<file path="src/common/int_pkg.sv">
// Intersection unit shared definitions
`default_nettype none

package int_pkg;

  // signed Q16.16 fixed point
  typedef logic signed [31:0] fix_t;

  localparam int FRAC_BITS = 16;
  localparam fix_t FIX_ONE = 32'sh0001_0000;
  localparam fix_t FIX_MAX = 32'sh7fff_ffff;
  localparam fix_t FIX_MIN = 32'sh8000_0000;

  // pipeline latencies
  localparam int PRIME_LAT = 2;
  localparam int DIV_LAT = 32;
  // prime, divide, then multiply, add, bary sum and output register
  localparam int INT_LAT = PRIME_LAT + DIV_LAT + 4;

  // register map, byte offsets
  localparam int REG_ADDR_BITS = 8;
  localparam logic [REG_ADDR_BITS-1:0] REG_M11 = 8'h00;
  localparam logic [REG_ADDR_BITS-1:0] REG_M12 = 8'h04;
  localparam logic [REG_ADDR_BITS-1:0] REG_M13 = 8'h08;
  localparam logic [REG_ADDR_BITS-1:0] REG_M21 = 8'h0c;
  localparam logic [REG_ADDR_BITS-1:0] REG_M22 = 8'h10;
  localparam logic [REG_ADDR_BITS-1:0] REG_M23 = 8'h14;
  localparam logic [REG_ADDR_BITS-1:0] REG_M31 = 8'h18;
  localparam logic [REG_ADDR_BITS-1:0] REG_M32 = 8'h1c;
  localparam logic [REG_ADDR_BITS-1:0] REG_M33 = 8'h20;
  localparam logic [REG_ADDR_BITS-1:0] REG_TX = 8'h24;
  localparam logic [REG_ADDR_BITS-1:0] REG_TY = 8'h28;
  localparam logic [REG_ADDR_BITS-1:0] REG_TZ = 8'h2c;
  localparam logic [REG_ADDR_BITS-1:0] REG_EPS = 8'h30;

  localparam fix_t EPS_RESET = 32'sh0000_0010;

  // product truncated toward negative infinity
  function automatic fix_t fix_mul(fix_t a, fix_t b);
    logic signed [63:0] prod;
    prod = a * b;
    return fix_t'(prod >>> FRAC_BITS);
  endfunction

endpackage

`default_nettype wire

</file>
<file path="src/verilog/tri_regs_apb.sv">
// Triangle register bank on APB
`default_nettype none

module tri_regs_apb (
  input logic clk,
  input logic reset,
  input logic psel,
  input logic penable,
  input logic pwrite,
  input logic [int_pkg::REG_ADDR_BITS-1:0] paddr,
  input int_pkg::fix_t pwdata,
  output int_pkg::fix_t prdata,
  output logic pready,
  output logic pslverr,
  output int_pkg::fix_t m11,
  output int_pkg::fix_t m12,
  output int_pkg::fix_t m13,
  output int_pkg::fix_t m21,
  output int_pkg::fix_t m22,
  output int_pkg::fix_t m23,
  output int_pkg::fix_t m31,
  output int_pkg::fix_t m32,
  output int_pkg::fix_t m33,
  output int_pkg::fix_t tx,
  output int_pkg::fix_t ty,
  output int_pkg::fix_t tz,
  output int_pkg::fix_t eps
);
  import int_pkg::*;

  logic access, addr_ok;

  assign access = psel && penable;
  assign addr_ok = (paddr[1:0] == 2'b00) && (paddr <= REG_EPS);

  // no wait states
  assign pready = access;
  assign pslverr = access && !addr_ok;

  always_ff @(posedge clk) begin
    if (reset) begin
      {m11, m12, m13, m21, m22, m23, m31, m32, m33} <= '0;
      {tx, ty, tz} <= '0;
      eps <= EPS_RESET;
    end else if (access && pwrite) begin
      case (paddr)
        REG_M11: m11 <= pwdata;
        REG_M12: m12 <= pwdata;
        REG_M13: m13 <= pwdata;
        REG_M21: m21 <= pwdata;
        REG_M22: m22 <= pwdata;
        REG_M23: m23 <= pwdata;
        REG_M31: m31 <= pwdata;
        REG_M32: m32 <= pwdata;
        REG_M33: m33 <= pwdata;
        REG_TX: tx <= pwdata;
        REG_TY: ty <= pwdata;
        REG_TZ: tz <= pwdata;
        REG_EPS: eps <= pwdata;
        default: ;
      endcase
    end
  end

  // readback, zero outside a valid read access
  always_comb begin
    prdata = '0;
    if (access && !pwrite) begin
      case (paddr)
        REG_M11: prdata = m11;
        REG_M12: prdata = m12;
        REG_M13: prdata = m13;
        REG_M21: prdata = m21;
        REG_M22: prdata = m22;
        REG_M23: prdata = m23;
        REG_M31: prdata = m31;
        REG_M32: prdata = m32;
        REG_M33: prdata = m33;
        REG_TX: prdata = tx;
        REG_TY: prdata = ty;
        REG_TZ: prdata = tz;
        REG_EPS: prdata = eps;
        default: prdata = '0;
      endcase
    end
  end

endmodule

`default_nettype wire

</file>
<file path="config.mk">
export PLATFORM = sky130hd
export DESIGN_NAME = tri_regs_apb
export DESIGN_NICKNAME = d
export VERILOG_FILES = /design/src/common/int_pkg.sv /design/src/verilog/tri_regs_apb.sv
export SDC_FILE = /design/constraint.sdc
export NUM_CORES = 1
export LEC_CHECK = 0
export BUFFER_PORTS_ARGS = -buffer_cell sky130_fd_sc_hd__buf_4
export CAP_MARGIN = 30
export CORE_AREA = 2 2 195 197
export DETAILED_ROUTE_END_ITERATION = 6
export DIE_AREA = 0 0 197 199
export HOLD_SLACK_MARGIN = 0.02
export PLACE_DENSITY = 0.72
export SYNTH_ARGS = -nofsm -noshare
export SYNTH_HDL_FRONTEND = slang
export SYNTH_SLANG_ARGS = --single-unit
</file>
<file path="constraint.sdc">
create_clock -name clk -period 2.6 [get_ports clk]
set_input_delay 0.52 -clock clk [delete_from_list [all_inputs] [get_ports clk]]
set_output_delay 0.52 -clock clk [all_outputs]
set_load 0.03 [all_outputs]
</file>
==> results.json <==
{
  "mostFrequentLayoutCells": "nand2_1 (893), buf_4 (648), a21oi_1 (428)",
  "maxCapViolCount": 0,
  "synthCells": 2354,
  "synth_top_family_by_area": "simple AND/OR/NAND/NOR gates",
  "run_status": "finished with violations",
  "via_per_inst": 6.18,
  "die_h_um": 199,
  "total_power_w": 0.0140,
  "tns_ns": -4.08,
  "syn_avg_cell_area_um2": 7.75,
  "cts_root_buffer": "clkbuf_16",
  "routabilityCongestion": 1.03,
  "clock_skew_ns": 0,
  "pwr_density_cell_mw_per_mm2": 517,
  "path_max_fanout": 8,
  "grt_pass1_vias": 19800,
  "final_hold_viol_count": 0,
  "die_w_um": 197,
  "htree_levels": 2,
  "p_sw_share_pct": 23.6,
  "nNetsFinal": 3003,
  "stdcell_count": 3467,
  "clkPwrFrac_pct": 48.0,
  "seqPwrFrac_pct": 45.5,
  "insertion_delay_ns": 0.57,
  "async_flop_share_pct": 0,
  "ys_top_cells_by_area": "dfxtp_1 (46%), nand2_1 (18%), a21oi_1 (12%), mux2i_1 (3.3%), buf_2 (2.8%)",
  "nFillCells": 2917,
  "drt_iter0_drc": 3038,
  "finalSetupViolations": 32,
  "cts.sinks": 416,
  "startpoint_type": "input pin",
  "synth_edf_count": 0,
  "io_pins": 495,
  "syn_nets": 2399,
  "ys_warn_count": 0,
  "avgRoutedWirePerCell_um": 27.0,
  "r2r-end": "m32[4]",
  "ff_latch_area_mm2": 0.00833,
  "p_comb_share_pct": 6.4,
  "row_count": 71,
  "track_usage_pct": 46.2,
  "finalCriticalPeriod_ns": 2.77,
  "reg2regPathDepth": 2,
  "muxShareOfSynthArea_pct": 6.87,
  "r2r-start": "m32[4]",
  "timing.final.ws_setup_ns": -0.174,
  "period_share_pct": 107,
  "cp-end-kind": "output port",
  "cts_hold_buf": 0,
  "core_area_mm2": 0.0371,
  "overflow": 0,
  "hold-path-cell-count": 3,
  "cts_buffer_depth": 3,
  "yosysTopAreaCell": "dfxtp_1",
  "reg2reg_slack_ns": 1.78,
  "areaGrowthSynthToFinish_pct": 48.5,
  "yosys.area_share.simple_pct": 22.6,
  "syn_area_mm2": 0.0182,
  "synth_seq_cells": 416,
  "worstPathArrival_ns": 2.25,
  "yosysTopAreaCellShare_pct": 45.7,
  "antennaDiodeCount": 0,
  "p_int_w": 0.0107,
  "violations": "DRC, setup timing",
  "antenna_found_initial": 0,
  "fmax_mhz": 361,
  "crit_type": "input pin to output port",
  "ys_types": 55,
  "die-area_mm2": 0.0392,
  "grt_pass1_wl_um": 133000,
  "relSlewSlack_pct": 60.4,
  "wirelength_um": 93500,
  "drive_gt1_share_pct": 34.1,
  "leakagePower_nw": 10.3,
  "synth_compound_area_share_pct": 19.0,
  "ys.flop_type": "dfxtp_1",
  "dp_hpwl_um": 67200,
  "worstPathRequired_ns": 2.08,
  "p_sw_w": 0.00330,
  "drc_errors": 5,
  "hold_path_class": "input pin to register",
  "tightestPinTransition_ns": 0.593,
  "dp_cells": 3367,
  "cts_buffers": 45,
  "tritoncts": "done",
  "start_util_pct": 49.1,
  "synth-xor-area-share_pct": 0,
  "dr.pass1.iters": 7,
  "synthAdderAreaFrac_pct": 0,
  "grt_max_degree": 70,
  "rsz0062_at_grt": "yes",
  "min_from": "pwdata[18]",
  "finalMaxSlewViolations": 0,
  "clkTransAtPathRegs_ns": 0.06,
  "portBuffers": 494,
  "seq_area_frac_synth_pct": 45.7,
  "ir_worst_vdd_mv": 0.450,
  "num_vias": 21400,
  "min_to": "m33[18]",
  "multiInputGateArea_mm2": 0.00978,
  "ant_nets": 0,
  "final_common_cell": "nand2_1"
}
==> cell families (layout without fill, tap and decap cells) <==
family / after synthesis / count (layout)
compound gates: 617 / 617
buf+inv: 214 / 853
flops: 416 / 416
mux: 100 / 100
simple gates: 1007 / 1007
==> state kept, by name (all words and copies together), names as in the netlist <==
signal,flops
eps,32
m11,32
m12,32
m13,32
m21,32
m22,32
m23,32
m31,32
m32,32
m33,32
tx,32
ty,32
tz,32
==> power groups by stage <==
stage	clock network, W	logic, W	registers [W]
CTS	0.00672	0.000854	0.00638
global route	0.00698	0.000911	0.00637
detailed placement	0	0.000768	0.00652
finish	0.00673	0.000903	0.00638
floorplan	0	0.000349	0.00652
global placement	0	0.000769	0.00652
==> cell type report <==
class | instances | area share (%)
repair buffers | 770 | 25.3
clock buffers | 65 | 4.85
inverters | 1 | 0.0139
flip-flops and latches | 416 | 30.7
clock inverters | 17 | 0.827
well taps | 474 | 2.19
multi-input cells | 1724 | 36.1
==> cell usage after synthesis, types with 5 or more instances <==
master	instances
nand2_1	897
a21oi_1	448
dfxtp_1	416
buf_2	103
clkbuf_1	81
mux2i_1	61
a22oi_1	49
nor2_1	36
o21ai_0	32
mux2_2	21
a31oi_1	18
mux4_2	18
a221oi_1	14
buf_6	14
a22o_1	12
nor3_1	12
o22ai_1	12
buf_4	11
nand3_1	10
a32oi_1	7
a211oi_1	6
nor2b_1	6
o32ai_1	6
nor2_2	5
nor3_4	5
==> worst max path at each step <==
stage	cells past startpoint	start	to	slack, ns
finish	8	paddr[7]	prdata[13]	-0.17
global route	8	paddr[7]	prdata[18]	-0.23
CTS	9	paddr[6]	prdata[9]	-0.22
detailed placement	8	paddr[5]	prdata[11]	-0.28
global placement	10	paddr[5]	prdata[1]	-0.30
floorplan	7	paddr[7]	prdata[26]	-0.03
==> what timing repair did <==
item                       4_1_cts  5_1_grt
gates cloned                     7        0
hold endpoints to repair         0        0
resized for setup              137       46
setup endpoints to repair       32       32
pin swaps                       19       12
setup buffers                   15        0
==> metal layers <==
metal	track usage, %	wire length [um]	vias to the layer above
li1	-	-	9177
met1	59.6	34000	10100
met2	69.8	40300	1817
met3	13.7	13400	376
met4	24.2	5810	0
met5	0	0	-
==> through the flow <==
step                area (um2)  worst slack, ns  util, %  hold WS [ns]
finish                   27100           -0.174     72.9         0.264
global route             27100           -0.226     72.9         0.272
CTS                      26900           -0.219     72.4         0.245
detailed placement       24500           -0.281     66.0         0.460
global placement         24500           -0.298     66.0         0.456
floorplan                18800          -0.0303        -         0.584
==> critical path: stages <==
cell	delay, ns
buf_12	0.11
buf_6	0.11
nor4_4	0.33
o21ai_2	0.10
or3_4	0.49
buf_16	0.23
a31oi_4	0.18
buf_6	0.15
(Power assumes the default switching activity.)
